### src/common/qpu_defs.svh
`ifndef QPU_DEFS_SVH
`define QPU_DEFS_SVH

// Classical datapath
`define QPU_XLEN          32
`define QPU_INSTR_SIZE    32
`define QPU_RFIDX_WIDTH   4   // 16 registers with r0 reading zero

// Quantum side
`define QPU_SIDX_WIDTH    3   // 8 mask registers
`define QPU_QUBIT_NUM     8
`define QPU_QIDX_WIDTH    3
`define QPU_TIME_WIDTH    20
`define QPU_GATE_WIDTH    8

// Outstanding measurements
`define QPU_OITF_DEPTH    4

// Opcodes with 0 as the no-op
`define QPU_OPC_WIDTH     4
`define QPU_OPC_NOP       4'd0
`define QPU_OPC_ADDI      4'd1
`define QPU_OPC_ADD       4'd2
`define QPU_OPC_SMIS      4'd3
`define QPU_OPC_QWAIT     4'd4
`define QPU_OPC_QOP       4'd5
`define QPU_OPC_MEASURE   4'd6
`define QPU_OPC_FMR       4'd7

`endif

### src/common/qpu_pkg.sv
`default_nettype none
`include "qpu_defs.svh"

package qpu_pkg;

  // Classical format for ADDI and ADD
  typedef struct packed {
    logic [`QPU_OPC_WIDTH-1:0]   opcode;
    logic [`QPU_RFIDX_WIDTH-1:0] rd;
    logic [`QPU_RFIDX_WIDTH-1:0] rs1;
    logic [`QPU_RFIDX_WIDTH-1:0] rs2;
    logic signed [15:0]          imm;
  } qpu_cls_fmt_t;

  // Quantum format for SMIS, QWAIT, QOP, MEASURE and FMR
  typedef struct packed {
    logic [`QPU_OPC_WIDTH-1:0]   opcode;
    logic [`QPU_GATE_WIDTH-1:0]  gate;
    logic [`QPU_SIDX_WIDTH-1:0]  sidx;
    logic [`QPU_RFIDX_WIDTH-1:0] rd;
    logic [`QPU_QIDX_WIDTH-1:0]  qidx;
    logic [9:0]                  imm;    // SMIS mask in [7:0], QWAIT count
  } qpu_q_fmt_t;

  // One instruction word seen in two formats with a shared opcode field
  typedef union packed {
    qpu_cls_fmt_t cls;
    qpu_q_fmt_t   q;
  } qpu_instr_u;

endpackage

`default_nettype wire

### src/common/qpu_issue_if.sv
`timescale 1ns/10ps
`default_nettype none
`include "qpu_defs.svh"

interface qpu_issue_if;
  logic                        valid;
  logic                        ready;
  logic [`QPU_OPC_WIDTH-1:0]   opcode;
  logic [`QPU_XLEN-1:0]        opa;       // rs1 value or FMR qubit index
  logic [`QPU_XLEN-1:0]        opb;       // rs2 value or immediate
  logic [`QPU_RFIDX_WIDTH-1:0] rd;
  logic [`QPU_QUBIT_NUM-1:0]   mask;
  logic [`QPU_GATE_WIDTH-1:0]  gate;
  logic [`QPU_TIME_WIDTH-1:0]  wait_cnt;

  // Dispatch side
  modport src (
    output valid, opcode, opa, opb, rd, mask, gate, wait_cnt,
    input  ready
  );

  // Execute side
  modport dst (
    input  valid, opcode, opa, opb, rd, mask, gate, wait_cnt,
    output ready
  );
endinterface

`default_nettype wire

### src/design/qpu_exu_top.sv
`timescale 1ns/10ps
`default_nettype none
`include "qpu_defs.svh"

module qpu_exu_top (
  input  logic                         clk,
  input  logic                         i_rst,
  input  logic                         i_instr_valid,
  output logic                         o_instr_ready,
  input  qpu_pkg::qpu_instr_u          i_instr,
  output logic                         o_evt_valid,
  input  logic                         i_evt_ready,
  output logic [`QPU_GATE_WIDTH-1:0]   o_evt_gate,
  output logic [`QPU_QUBIT_NUM-1:0]    o_evt_mask,
  output logic [`QPU_TIME_WIDTH-1:0]   o_evt_time,
  output logic                         o_evt_meas,
  input  logic                         i_meas_valid,
  input  logic [`QPU_QUBIT_NUM-1:0]    i_meas_data,
  output logic                         o_wb_valid,
  output logic [`QPU_RFIDX_WIDTH-1:0]  o_wb_rdidx,
  output logic [`QPU_XLEN-1:0]         o_wb_data
);

  ////////////////////////////////////////////////////////////////////////////
  // Decode outputs
  logic [`QPU_OPC_WIDTH-1:0]   dec_opcode;
  logic [`QPU_RFIDX_WIDTH-1:0] dec_rd, dec_rs1, dec_rs2;
  logic [`QPU_XLEN-1:0]        dec_imm;
  logic [`QPU_SIDX_WIDTH-1:0]  dec_sidx;
  logic [`QPU_QIDX_WIDTH-1:0]  dec_qidx;
  logic [`QPU_GATE_WIDTH-1:0]  dec_gate;
  logic [`QPU_QUBIT_NUM-1:0]   dec_mask_imm;
  logic [`QPU_TIME_WIDTH-1:0]  dec_wait;
  logic dec_rs1en, dec_rs2en, dec_rdwen, dec_event, dec_measure, dec_fmr;

  // Register file and table links
  logic [`QPU_RFIDX_WIDTH-1:0] rs1idx, rs2idx;
  logic [`QPU_XLEN-1:0]        rs1_data, rs2_data;
  logic [`QPU_SIDX_WIDTH-1:0]  sidx;
  logic                        smask_wen;
  logic [`QPU_QUBIT_NUM-1:0]   smask_wdata, smask_data;
  logic                        oitf_enq, oitf_full, oitf_match;
  logic [`QPU_QUBIT_NUM-1:0]   oitf_mask, oitf_query, head_mask, meas_reg;
  logic                        time_add_valid;
  logic [`QPU_TIME_WIDTH-1:0]  time_add, time_now;

  qpu_issue_if issue_if ();

  qpu_exu_decode decode_i (
    .i_instr(i_instr), .o_opcode(dec_opcode), .o_rd(dec_rd), .o_rs1(dec_rs1),
    .o_rs2(dec_rs2), .o_imm(dec_imm), .o_sidx(dec_sidx), .o_qidx(dec_qidx),
    .o_gate(dec_gate), .o_mask_imm(dec_mask_imm), .o_wait(dec_wait),
    .o_rs1en(dec_rs1en), .o_rs2en(dec_rs2en), .o_rdwen(dec_rdwen),
    .o_event(dec_event), .o_measure(dec_measure), .o_fmr(dec_fmr)
  );

  qpu_exu_disp disp_i (
    .clk(clk), .i_rst(i_rst), .i_instr_valid(i_instr_valid),
    .o_instr_ready(o_instr_ready), .i_opcode(dec_opcode), .i_rd(dec_rd),
    .i_rs1(dec_rs1), .i_rs2(dec_rs2), .i_imm(dec_imm), .i_sidx(dec_sidx),
    .i_qidx(dec_qidx), .i_gate(dec_gate), .i_mask_imm(dec_mask_imm),
    .i_wait(dec_wait), .i_rs1en(dec_rs1en), .i_rs2en(dec_rs2en),
    .i_rdwen(dec_rdwen), .i_event(dec_event), .i_measure(dec_measure),
    .i_fmr(dec_fmr), .i_rs1_data(rs1_data), .i_rs2_data(rs2_data),
    .i_smask_data(smask_data), .i_wb_valid(o_wb_valid), .i_wb_rdidx(o_wb_rdidx),
    .i_wb_data(o_wb_data), .i_oitf_full(oitf_full), .i_oitf_match(oitf_match),
    .o_rs1idx(rs1idx), .o_rs2idx(rs2idx), .o_sidx(sidx), .o_smask_wen(smask_wen),
    .o_smask_wdata(smask_wdata), .o_oitf_enq(oitf_enq), .o_oitf_mask(oitf_mask),
    .o_oitf_query(oitf_query), .issue(issue_if.src)
  );

  qpu_exu_oitf oitf_i (
    .clk(clk), .i_rst(i_rst), .i_enq(oitf_enq), .i_enq_mask(oitf_mask),
    .i_ret(i_meas_valid), .i_query_mask(oitf_query), .o_full(oitf_full),
    .o_match(oitf_match), .o_head_mask(head_mask)
  );

  qpu_exu_alu alu_i (
    .i_meas_reg_data(meas_reg), .i_time(time_now), .i_evt_ready(i_evt_ready),
    .issue(issue_if.dst), .o_wb_valid(o_wb_valid), .o_wb_rdidx(o_wb_rdidx),
    .o_wb_data(o_wb_data), .o_time_add_valid(time_add_valid),
    .o_time_add(time_add), .o_evt_valid(o_evt_valid), .o_evt_gate(o_evt_gate),
    .o_evt_mask(o_evt_mask), .o_evt_time(o_evt_time), .o_evt_meas(o_evt_meas)
  );

  qpu_exu_regfile regfile_i (
    .clk(clk), .i_rst(i_rst), .i_rs1idx(rs1idx), .i_rs2idx(rs2idx),
    .i_sidx(sidx), .i_wb_valid(o_wb_valid), .i_wb_rdidx(o_wb_rdidx),
    .i_wb_data(o_wb_data), .i_smask_wen(smask_wen), .i_smask_wdata(smask_wdata),
    .i_time_add_valid(time_add_valid), .i_time_add(time_add),
    .i_meas_valid(i_meas_valid), .i_meas_data(i_meas_data),
    .i_head_mask(head_mask), .o_rs1_data(rs1_data), .o_rs2_data(rs2_data),
    .o_smask_data(smask_data), .o_time(time_now), .o_meas_data(meas_reg)
  );

endmodule

`default_nettype wire

### src/exu/qpu_exu_alu.sv
`timescale 1ns/10ps
`default_nettype none
`include "qpu_defs.svh"

module qpu_exu_alu (
  input  logic [`QPU_QUBIT_NUM-1:0]    i_meas_reg_data,
  input  logic [`QPU_TIME_WIDTH-1:0]   i_time,
  input  logic                         i_evt_ready,
  qpu_issue_if.dst                     issue,
  output logic                         o_wb_valid,
  output logic [`QPU_RFIDX_WIDTH-1:0]  o_wb_rdidx,
  output logic [`QPU_XLEN-1:0]         o_wb_data,
  output logic                         o_time_add_valid,
  output logic [`QPU_TIME_WIDTH-1:0]   o_time_add,
  output logic                         o_evt_valid,
  output logic [`QPU_GATE_WIDTH-1:0]   o_evt_gate,
  output logic [`QPU_QUBIT_NUM-1:0]    o_evt_mask,
  output logic [`QPU_TIME_WIDTH-1:0]   o_evt_time,
  output logic                         o_evt_meas
);

  logic is_add;
  logic is_fmr;
  logic is_evt;

  assign is_add = (issue.opcode == `QPU_OPC_ADDI) || (issue.opcode == `QPU_OPC_ADD);
  assign is_fmr = (issue.opcode == `QPU_OPC_FMR);
  assign is_evt = (issue.opcode == `QPU_OPC_QOP) || (issue.opcode == `QPU_OPC_MEASURE);

  // Only the event port can hold the issue register
  assign issue.ready = !is_evt || i_evt_ready;

  ////////////////////////////////////////////////////////////////////////////
  // Classical write-back
  assign o_wb_valid = issue.valid && (is_add || is_fmr);
  assign o_wb_rdidx = issue.rd;
  assign o_wb_data  = is_fmr ?
                      `QPU_XLEN'(i_meas_reg_data[issue.opa[`QPU_QIDX_WIDTH-1:0]]) :
                      issue.opa + issue.opb;

  // QWAIT advances time at the end of this cycle
  assign o_time_add_valid = issue.valid && (issue.opcode == `QPU_OPC_QWAIT);
  assign o_time_add       = issue.wait_cnt;

  ////////////////////////////////////////////////////////////////////////////
  // Events held stable by the issue register until taken
  assign o_evt_valid = issue.valid && is_evt;
  assign o_evt_gate  = issue.gate;
  assign o_evt_mask  = issue.mask;
  assign o_evt_time  = i_time;            // Time cannot move while an event waits
  assign o_evt_meas  = (issue.opcode == `QPU_OPC_MEASURE);

endmodule

`default_nettype wire

### src/exu/qpu_exu_decode.sv
`timescale 1ns/10ps
`default_nettype none
`include "qpu_defs.svh"

module qpu_exu_decode (
  input  qpu_pkg::qpu_instr_u          i_instr,
  output logic [`QPU_OPC_WIDTH-1:0]    o_opcode,
  output logic [`QPU_RFIDX_WIDTH-1:0]  o_rd,
  output logic [`QPU_RFIDX_WIDTH-1:0]  o_rs1,
  output logic [`QPU_RFIDX_WIDTH-1:0]  o_rs2,
  output logic [`QPU_XLEN-1:0]         o_imm,
  output logic [`QPU_SIDX_WIDTH-1:0]   o_sidx,
  output logic [`QPU_QIDX_WIDTH-1:0]   o_qidx,
  output logic [`QPU_GATE_WIDTH-1:0]   o_gate,
  output logic [`QPU_QUBIT_NUM-1:0]    o_mask_imm,
  output logic [`QPU_TIME_WIDTH-1:0]   o_wait,
  output logic                         o_rs1en,
  output logic                         o_rs2en,
  output logic                         o_rdwen,
  output logic                         o_event,
  output logic                         o_measure,
  output logic                         o_fmr
);

  always_comb
  begin
    o_opcode   = i_instr.cls.opcode;
    o_rd       = '0;
    o_rs1      = '0;
    o_rs2      = '0;
    o_imm      = '0;
    o_sidx     = '0;
    o_qidx     = '0;
    o_gate     = '0;
    o_mask_imm = '0;
    o_wait     = '0;
    o_rs1en    = 1'b0;
    o_rs2en    = 1'b0;
    o_rdwen    = 1'b0;
    o_event    = 1'b0;
    o_measure  = 1'b0;
    o_fmr      = 1'b0;

    case (i_instr.cls.opcode)
      `QPU_OPC_ADDI, `QPU_OPC_ADD:
      begin
        o_rd    = i_instr.cls.rd;
        o_rs1   = i_instr.cls.rs1;
        o_rs1en = 1'b1;
        o_rdwen = 1'b1;
        if (i_instr.cls.opcode == `QPU_OPC_ADD)
        begin
          o_rs2   = i_instr.cls.rs2;
          o_rs2en = 1'b1;
        end
        else
          o_imm = {{(`QPU_XLEN-16){i_instr.cls.imm[15]}}, i_instr.cls.imm};  // Sign extend
      end
      `QPU_OPC_SMIS:
      begin
        o_sidx     = i_instr.q.sidx;
        o_mask_imm = i_instr.q.imm[`QPU_QUBIT_NUM-1:0];
      end
      `QPU_OPC_QWAIT: o_wait = `QPU_TIME_WIDTH'(i_instr.q.imm);  // Unsigned count
      `QPU_OPC_QOP, `QPU_OPC_MEASURE:
      begin
        o_sidx    = i_instr.q.sidx;
        o_gate    = i_instr.q.gate;
        o_event   = 1'b1;
        o_measure = (i_instr.q.opcode == `QPU_OPC_MEASURE);
      end
      `QPU_OPC_FMR:
      begin
        o_rd    = i_instr.q.rd;
        o_qidx  = i_instr.q.qidx;
        o_rdwen = 1'b1;
        o_fmr   = 1'b1;
      end
      default: o_opcode = `QPU_OPC_NOP;   // Unknown opcodes do nothing
    endcase
  end

endmodule

`default_nettype wire

### src/exu/qpu_exu_disp.sv
`timescale 1ns/10ps
`default_nettype none
`include "qpu_defs.svh"

module qpu_exu_disp (
  input  logic                         clk,
  input  logic                         i_rst,
  input  logic                         i_instr_valid,
  output logic                         o_instr_ready,
  input  logic [`QPU_OPC_WIDTH-1:0]    i_opcode,
  input  logic [`QPU_RFIDX_WIDTH-1:0]  i_rd,
  input  logic [`QPU_RFIDX_WIDTH-1:0]  i_rs1,
  input  logic [`QPU_RFIDX_WIDTH-1:0]  i_rs2,
  input  logic [`QPU_XLEN-1:0]         i_imm,
  input  logic [`QPU_SIDX_WIDTH-1:0]   i_sidx,
  input  logic [`QPU_QIDX_WIDTH-1:0]   i_qidx,
  input  logic [`QPU_GATE_WIDTH-1:0]   i_gate,
  input  logic [`QPU_QUBIT_NUM-1:0]    i_mask_imm,
  input  logic [`QPU_TIME_WIDTH-1:0]   i_wait,
  input  logic                         i_rs1en,
  input  logic                         i_rs2en,
  input  logic                         i_rdwen,
  input  logic                         i_event,
  input  logic                         i_measure,
  input  logic                         i_fmr,
  input  logic [`QPU_XLEN-1:0]         i_rs1_data,
  input  logic [`QPU_XLEN-1:0]         i_rs2_data,
  input  logic [`QPU_QUBIT_NUM-1:0]    i_smask_data,
  input  logic                         i_wb_valid,
  input  logic [`QPU_RFIDX_WIDTH-1:0]  i_wb_rdidx,
  input  logic [`QPU_XLEN-1:0]         i_wb_data,
  input  logic                         i_oitf_full,
  input  logic                         i_oitf_match,
  output logic [`QPU_RFIDX_WIDTH-1:0]  o_rs1idx,
  output logic [`QPU_RFIDX_WIDTH-1:0]  o_rs2idx,
  output logic [`QPU_SIDX_WIDTH-1:0]   o_sidx,
  output logic                         o_smask_wen,
  output logic [`QPU_QUBIT_NUM-1:0]    o_smask_wdata,
  output logic                         o_oitf_enq,
  output logic [`QPU_QUBIT_NUM-1:0]    o_oitf_mask,
  output logic [`QPU_QUBIT_NUM-1:0]    o_oitf_query,
  qpu_issue_if.src                     issue
);

  logic                 fwd_rs1;
  logic                 fwd_rs2;
  logic [`QPU_XLEN-1:0] rs1_val;
  logic [`QPU_XLEN-1:0] rs2_val;
  logic                 stall;
  logic                 accept;

  ////////////////////////////////////////////////////////////////////////////
  // Operand read with forwarding of the write-back in flight
  assign o_rs1idx = i_rs1;
  assign o_rs2idx = i_rs2;
  assign fwd_rs1  = i_wb_valid && (i_wb_rdidx == i_rs1) && (i_rs1 != '0);
  assign fwd_rs2  = i_wb_valid && (i_wb_rdidx == i_rs2) && (i_rs2 != '0);
  assign rs1_val  = !i_rs1en ? '0 : (fwd_rs1 ? i_wb_data : i_rs1_data);
  assign rs2_val  = !i_rs2en ? i_imm : (fwd_rs2 ? i_wb_data : i_rs2_data);  // ADDI takes imm

  ////////////////////////////////////////////////////////////////////////////
  // Measurement hazards
  assign o_oitf_query = i_fmr ? (`QPU_QUBIT_NUM'(1) << i_qidx) : '0;
  assign stall = (i_measure && i_oitf_full) || (i_fmr && i_oitf_match);

  // Issue register free when empty or draining this cycle
  assign o_instr_ready = !stall && (!issue.valid || issue.ready);
  assign accept        = i_instr_valid && o_instr_ready;

  assign o_sidx        = i_sidx;
  assign o_smask_wen   = accept && (i_opcode == `QPU_OPC_SMIS);
  assign o_smask_wdata = i_mask_imm;
  assign o_oitf_enq    = accept && i_measure;
  assign o_oitf_mask   = i_smask_data;

  always_ff @(posedge clk)
  begin
    if (i_rst)
      issue.valid <= 1'b0;
    else if (accept)
      issue.valid <= 1'b1;
    else if (issue.ready)
      issue.valid <= 1'b0;
  end

  always_ff @(posedge clk)
  begin
    if (accept)
    begin
      issue.opcode   <= i_opcode;
      issue.opa      <= i_fmr ? `QPU_XLEN'(i_qidx) : rs1_val;
      issue.opb      <= rs2_val;
      issue.rd       <= i_rdwen ? i_rd : '0;
      issue.mask     <= i_event ? i_smask_data : '0;
      issue.gate     <= i_gate;
      issue.wait_cnt <= i_wait;
    end
  end

endmodule

`default_nettype wire

### src/exu/qpu_exu_oitf.sv
`timescale 1ns/10ps
`default_nettype none
`include "qpu_defs.svh"

module qpu_exu_oitf (
  input  logic                       clk,
  input  logic                       i_rst,
  input  logic                       i_enq,
  input  logic [`QPU_QUBIT_NUM-1:0]  i_enq_mask,
  input  logic                       i_ret,
  input  logic [`QPU_QUBIT_NUM-1:0]  i_query_mask,
  output logic                       o_full,
  output logic                       o_match,
  output logic [`QPU_QUBIT_NUM-1:0]  o_head_mask
);

  localparam int PTR_W = $clog2(`QPU_OITF_DEPTH);

  logic [`QPU_QUBIT_NUM-1:0] masks [`QPU_OITF_DEPTH];
  logic [PTR_W-1:0]          wr_ptr;
  logic [PTR_W-1:0]          rd_ptr;
  logic [PTR_W:0]            count;
  logic                      ret_ok;

  assign o_full      = (count == (PTR_W+1)'(`QPU_OITF_DEPTH));
  assign ret_ok      = i_ret && (count != '0);   // Stray result on empty table ignored
  assign o_head_mask = masks[rd_ptr];

  // Any valid entry sharing a qubit with the query
  always_comb
  begin
    logic [PTR_W-1:0] offs;
    o_match = 1'b0;
    for (int i = 0; i < `QPU_OITF_DEPTH; i++)
    begin
      offs = PTR_W'(i) - rd_ptr;
      if (((PTR_W+1)'(offs) < count) && |(masks[i] & i_query_mask))
        o_match = 1'b1;
    end
  end

  always_ff @(posedge clk)
  begin
    if (i_rst)
    begin
      wr_ptr <= '0;
      rd_ptr <= '0;
      count  <= '0;
    end
    else
    begin
      if (i_enq)
        wr_ptr <= wr_ptr + 1'b1;
      if (ret_ok)
        rd_ptr <= rd_ptr + 1'b1;
      if (i_enq && !ret_ok)
        count <= count + 1'b1;
      else if (!i_enq && ret_ok)
        count <= count - 1'b1;
    end
  end

  always_ff @(posedge clk)
  begin
    if (i_enq)
      masks[wr_ptr] <= i_enq_mask;
  end

endmodule

`default_nettype wire

### src/exu/qpu_exu_regfile.sv
`timescale 1ns/10ps
`default_nettype none
`include "qpu_defs.svh"

module qpu_exu_regfile (
  input  logic                         clk,
  input  logic                         i_rst,
  input  logic [`QPU_RFIDX_WIDTH-1:0]  i_rs1idx,
  input  logic [`QPU_RFIDX_WIDTH-1:0]  i_rs2idx,
  input  logic [`QPU_SIDX_WIDTH-1:0]   i_sidx,
  input  logic                         i_wb_valid,
  input  logic [`QPU_RFIDX_WIDTH-1:0]  i_wb_rdidx,
  input  logic [`QPU_XLEN-1:0]         i_wb_data,
  input  logic                         i_smask_wen,
  input  logic [`QPU_QUBIT_NUM-1:0]    i_smask_wdata,
  input  logic                         i_time_add_valid,
  input  logic [`QPU_TIME_WIDTH-1:0]   i_time_add,
  input  logic                         i_meas_valid,
  input  logic [`QPU_QUBIT_NUM-1:0]    i_meas_data,
  input  logic [`QPU_QUBIT_NUM-1:0]    i_head_mask,
  output logic [`QPU_XLEN-1:0]         o_rs1_data,
  output logic [`QPU_XLEN-1:0]         o_rs2_data,
  output logic [`QPU_QUBIT_NUM-1:0]    o_smask_data,
  output logic [`QPU_TIME_WIDTH-1:0]   o_time,
  output logic [`QPU_QUBIT_NUM-1:0]    o_meas_data
);

  localparam int NUM_XREG = 1 << `QPU_RFIDX_WIDTH;
  localparam int NUM_SREG = 1 << `QPU_SIDX_WIDTH;

  logic [`QPU_XLEN-1:0]       xregs [NUM_XREG];
  logic [`QPU_QUBIT_NUM-1:0]  sregs [NUM_SREG];
  logic [`QPU_TIME_WIDTH-1:0] time_q;
  logic [`QPU_QUBIT_NUM-1:0]  meas_q;

  assign o_rs1_data   = xregs[i_rs1idx];   // r0 is never written
  assign o_rs2_data   = xregs[i_rs2idx];
  assign o_smask_data = sregs[i_sidx];
  assign o_time       = time_q;
  assign o_meas_data  = meas_q;

  always_ff @(posedge clk)
  begin
    if (i_rst)
    begin
      for (int i = 0; i < NUM_XREG; i++)
        xregs[i] <= '0;
      for (int i = 0; i < NUM_SREG; i++)
        sregs[i] <= '0;
      time_q <= '0;
      meas_q <= '0;
    end
    else
    begin
      if (i_wb_valid && (i_wb_rdidx != '0))
        xregs[i_wb_rdidx] <= i_wb_data;
      if (i_smask_wen)
        sregs[i_sidx] <= i_smask_wdata;   // SMIS write shares the read index
      if (i_time_add_valid)
        time_q <= time_q + i_time_add;
      // Merge only the qubits of the oldest measurement
      if (i_meas_valid)
        meas_q <= (meas_q & ~i_head_mask) | (i_meas_data & i_head_mask);
    end
  end

endmodule

`default_nettype wire

### config.mk
export PLATFORM = sky130hd
export DESIGN_NAME = qpu_exu_top
export DESIGN_NICKNAME = d
export VERILOG_FILES = /design/src/common/qpu_pkg.sv /design/src/common/qpu_issue_if.sv /design/src/design/qpu_exu_top.sv /design/src/exu/qpu_exu_alu.sv /design/src/exu/qpu_exu_decode.sv /design/src/exu/qpu_exu_disp.sv /design/src/exu/qpu_exu_oitf.sv /design/src/exu/qpu_exu_regfile.sv
export VERILOG_INCLUDE_DIRS = /design/src /design/src/common
export SDC_FILE = /design/constraint.sdc
export NUM_CORES = 2
export LEC_CHECK = 0
export BUFFER_PORTS_ARGS = -buffer_cell sky130_fd_sc_hd__buf_2
export CAP_MARGIN = 10
export CORE_MARGIN = 5
export CORE_UTILIZATION = 63
export CTS_CLUSTER_SIZE = 8
export DETAILED_ROUTE_END_ITERATION = 8
export GPL_TIMING_DRIVEN = 0
export PLACE_DENSITY_LB_ADDON = 0.05
export SYNTH_ARGS = -nofsm -noshare
export SYNTH_HDL_FRONTEND = slang
export SYNTH_SLANG_ARGS = --single-unit
### constraint.sdc
create_clock -name clk -period 6.2 [get_ports clk]
set_input_delay 0.31 -clock clk [delete_from_list [all_inputs] [get_ports clk]]
set_output_delay 0.31 -clock clk [all_outputs]
set_load 0.05 [all_outputs]
==> PnR_summary.wiki <==
{| class="wikitable"
! Metric !! Value
|-
| Post-synth ARST share || 0%
|-
| Vias in the first global route || ~32,000
|-
| Cell at the root of the clock tree || clkbuf_16
|-
| Top-area cell type share of the netlist area || approximately 55%
|-
| Average instance area after synthesis || about 12 um^2
|-
| Area growth from synthesis to final layout || 13.4%
|-
| Most frequently used flop master after synthesis || edfxtp_1
|-
| Fillers || between 4,000 and 5,000
|-
| Hold Crit Start || i_instr[14]
|-
| Worst VDD drop || about 0.28 mV
|-
| Transition time of the tightest slew-check pin || ~1.4 ns
|-
| R2R depth || 13
|-
| Final routed wirelength across all metal layers || approximately 150 mm
|-
| Most common library cells after synthesis || 706 x edfxtp_1, 598 x nor2_1, 239 x clkbuf_1
|-
| Number of top-level pins || 121
|-
| Remaining global-route overflow || 0
|-
| Share of the clock period used by the worst path || a little over nine tenths
|-
| Biggest area contributors in the synthesized netlist || edfxtp_1 55%, mux4_2 11%, nor2_1 5.8%, o21ai_0 2.5%, clkbuf_1 2.3%
|-
| Maximum number of pins on one net before global-route repair || 71
|-
| Flop-to-flop setup slack || ~1.3 ns
|-
| Register area share after synthesis || between 50% and 60%
|-
| TritonCTS clock tree || yes
|-
| Final Util || between 70 and 80%
|-
| Worst setup endpoint || o_wb_data[31]
|-
| Global-route wire length before repair || between 200 and 250 mm
|-
| Total power density per cell area || ~320 nW/um^2
|-
| Worst-case clock buffer depth || 3
|-
| Layout cell share with drive strength beyond 1 || between 10% and 20%
|-
| Die Y || approximately 260 um
|-
| EDFF count, synth || 706
|-
| Largest area contributor in the synthesized netlist || edfxtp_1
|-
| Total power of the final layout || approximately 14 mW
|-
| Layout net count || 3,625
|-
| Die Outline Area || roughly 66,000 um^2
|-
| Via count || ~32,000
|-
| Via density per instance || about 7.4
|-
| Average wire per cell in the routed design || about 34 um
|-
| Category of the most critical setup path || reg2out
|-
| Path category of the worst min-delay check || in2reg
|-
| Horizontal die dimension || 258 um
|-
| Initial antenna violation count || 9
|-
| Count of unresolved DRC violations after routing || 0
|-
| Core Rows || 90
|-
| Routed Antenna Nets || 0
|-
| Total count of max-transition violations in the final report || 0
|-
| Slew Limit Headroom || around 6.3%
|-
| Cell area after synthesis || roughly 39,000 um^2
|-
| DP Wirelength || 105 mm
|-
| Most common cell in the netlist || edfxtp_1
|-
| Initial core utilization || 63.8%
|-
| CP Data Required Time || around 5.9 ns
|-
| Crit end category || output port
|-
| Count of final setup violators || 0
|-
| Core area || roughly 61,000 um^2
|-
| Element type at the critical path start || flip-flop
|-
| Worst-path fanout max || 10
|-
| Worst setup skew after layout || around 0.029 ns
|-
| Post-CTS Setup Bufs || 0
|-
| LEAKAGE || 15.8 nW
|-
| F_max || 169 MHz
|-
| Post-layout min period || just under 6 ns
|-
| Initial detailed-routing violation count || around 6,300
|-
| Reg2reg end || regfile_i.xregs[10][26]
|-
| Routability Congestion || a little over 1
|-
| Gate Count Post-Synth || roughly 3,200
|-
| GRT Util Overall || between 40% and 50%
|-
| Clock latency reported for the late side of the worst-skew pair || roughly 0.69 ns
|-
| Setup repair after global routing missed its margin || no
|-
| Critical Path Source || disp_i.issue.opa[1]
|-
| FF+latch count, synth || between 700 and 800
|-
| Synth cell types || 77
|-
| TritonCTS sink count || 744
|-
| Final-layout worst hold slack || 0.0348 ns
|-
| Final worst-path setup slack || roughly 0.27 ns
|-
| Outcome || finished clean
|-
| Register clock-pin slew on the reported worst setup and hold paths || about 0.05 ns
|-
| Post-placement worst setup slack || between 0.6 and 0.7 ns
|-
| H-Tree Level Count || 3
|-
| Arrival time worst endpoint || between 5 and 6 ns
|-
| Num CTS Buffers || between 100 and 150
|-
| Number of endpoints with negative hold slack in the final report || 0
|-
| Final total negative setup slack || 0 ns
|-
| Syn. warnings || 0
|-
| RR Startpoint || disp_i.issue.opa[0]
|-
| Reported max-cap violation count || 0
|-
| Count of input and output buffers || approximately 110
|-
| Total iterations of the first detailed-routing run || 9
|}
## cells in the final DEF (no fill, tap or decap), types with 89 or more instances in the layout
cell / count
edfxtp_1: 706
nor2_1: 598
clkbuf_1: 277
nand2_1: 220
mux4_2: 191
o21ai_0: 190
buf_2: 126
a21oi_1: 126
clkbuf_16: 104
and2_1: 89
## repair_timing
item | CTS | global route
hold buffers | 15 | 0
endpoints found under the hold margin | 18 | 0
resized for setup | 0 | 2
setup endpoints to repair | 0 | 1
## stage by stage
step,cells,cell area [um^2]
2_1_floorplan,3272,38700
3_3_place_gp,4166,40300
3_5_place_dp,4185,40700
4_1_cts,4350,43700
5_1_grt,4354,43800
6_report,4360,43800
## sequential cells by signal (all words and copies together) (netlist names), named ones only
| name | flops |
|---|---|
| disp_i.issue.opb | 32 |
| disp_i.issue.wait_cnt | 10 |
| regfile_i.sregs | 64 |
| disp_i.issue.gate | 8 |
| disp_i.issue.mask | 8 |
| disp_i.issue.opa | 32 |
| disp_i.issue.opcode | 4 |
| regfile_i.xregs | 512 |
| regfile_i.o_time | 20 |
| disp_i.issue.valid | 1 |
| oitf_i.count | 3 |
| oitf_i.masks | 32 |
| disp_i.issue.rd | 4 |
| oitf_i.wr_ptr | 2 |
| oitf_i.rd_ptr | 2 |
## worst max-delay path, cell delays in order, from the launching register on
cell      delay, ns
edfxtp_1       0.52
ha_1           0.33
a21o_1         0.13
nand4_1        0.11
a311o_1        0.41
and2_1         0.23
o31ai_2        0.56
nand3_1        0.25
a31oi_1        0.74
mux2i_2        0.77
clkbuf_1       0.45
inv_1          0.18
buf_2          0.25
## area by class of cell
type	count	area [um^2]	share of cell area, %
timing repair buffer	150	1140	2.60
buffer	276	1060	2.42
clock inverter	7	138	0.314
tap	782	978	2.23
clock buffer	143	2750	6.27
inverter	62	233	0.531
antenna	6	15.0	0.0343
sequential	744	22000	50.1
multi-input combinational	2190	15500	35.5
## power breakdown
group	switching, mW	internal [mW]	total [mW]
Combinational	2.02	0.706	2.72
Clock	2.19	3.05	5.24
Sequential	0.146	5.76	5.90
## routing by layer
metal / part of all wire [%] / GRT usage [%]
met1: 32 / 52.9
met2: 43 / 66.7
met3: 17 / 18.7
met4: 8.3 / 27.8
met5: 0.14 / 0
## logic make-up after synthesis
family	count (synthesis)	synth area share, %
flip-flops	744	56.9
XOR/XNOR	59	1.34
adder cells (fa/ha/maj)	53	1.78
buffers and inverters	338	3.34
other	1	0.00971
AND/OR/NAND/NOR	1095	12.4
multiplexers	268	13.2
AO/OA/AOI/OAI	682	11.1
## worst min path at each step
stage	endpoint	slack [ns]	cells past startpoint
5_1_grt	disp_i.issue.opb[13]	0.02	2
4_1_cts	disp_i.issue.opb[13]	0.02	2
6_report	disp_i.issue.rd[1]	0.03	2
3_5_place_dp	flip-flop	0.45	2
3_3_place_gp	flip-flop	0.44	2
2_1_floorplan	flip-flop	0.43	2
No activity file was read; power rests on OpenSTA's default activity.
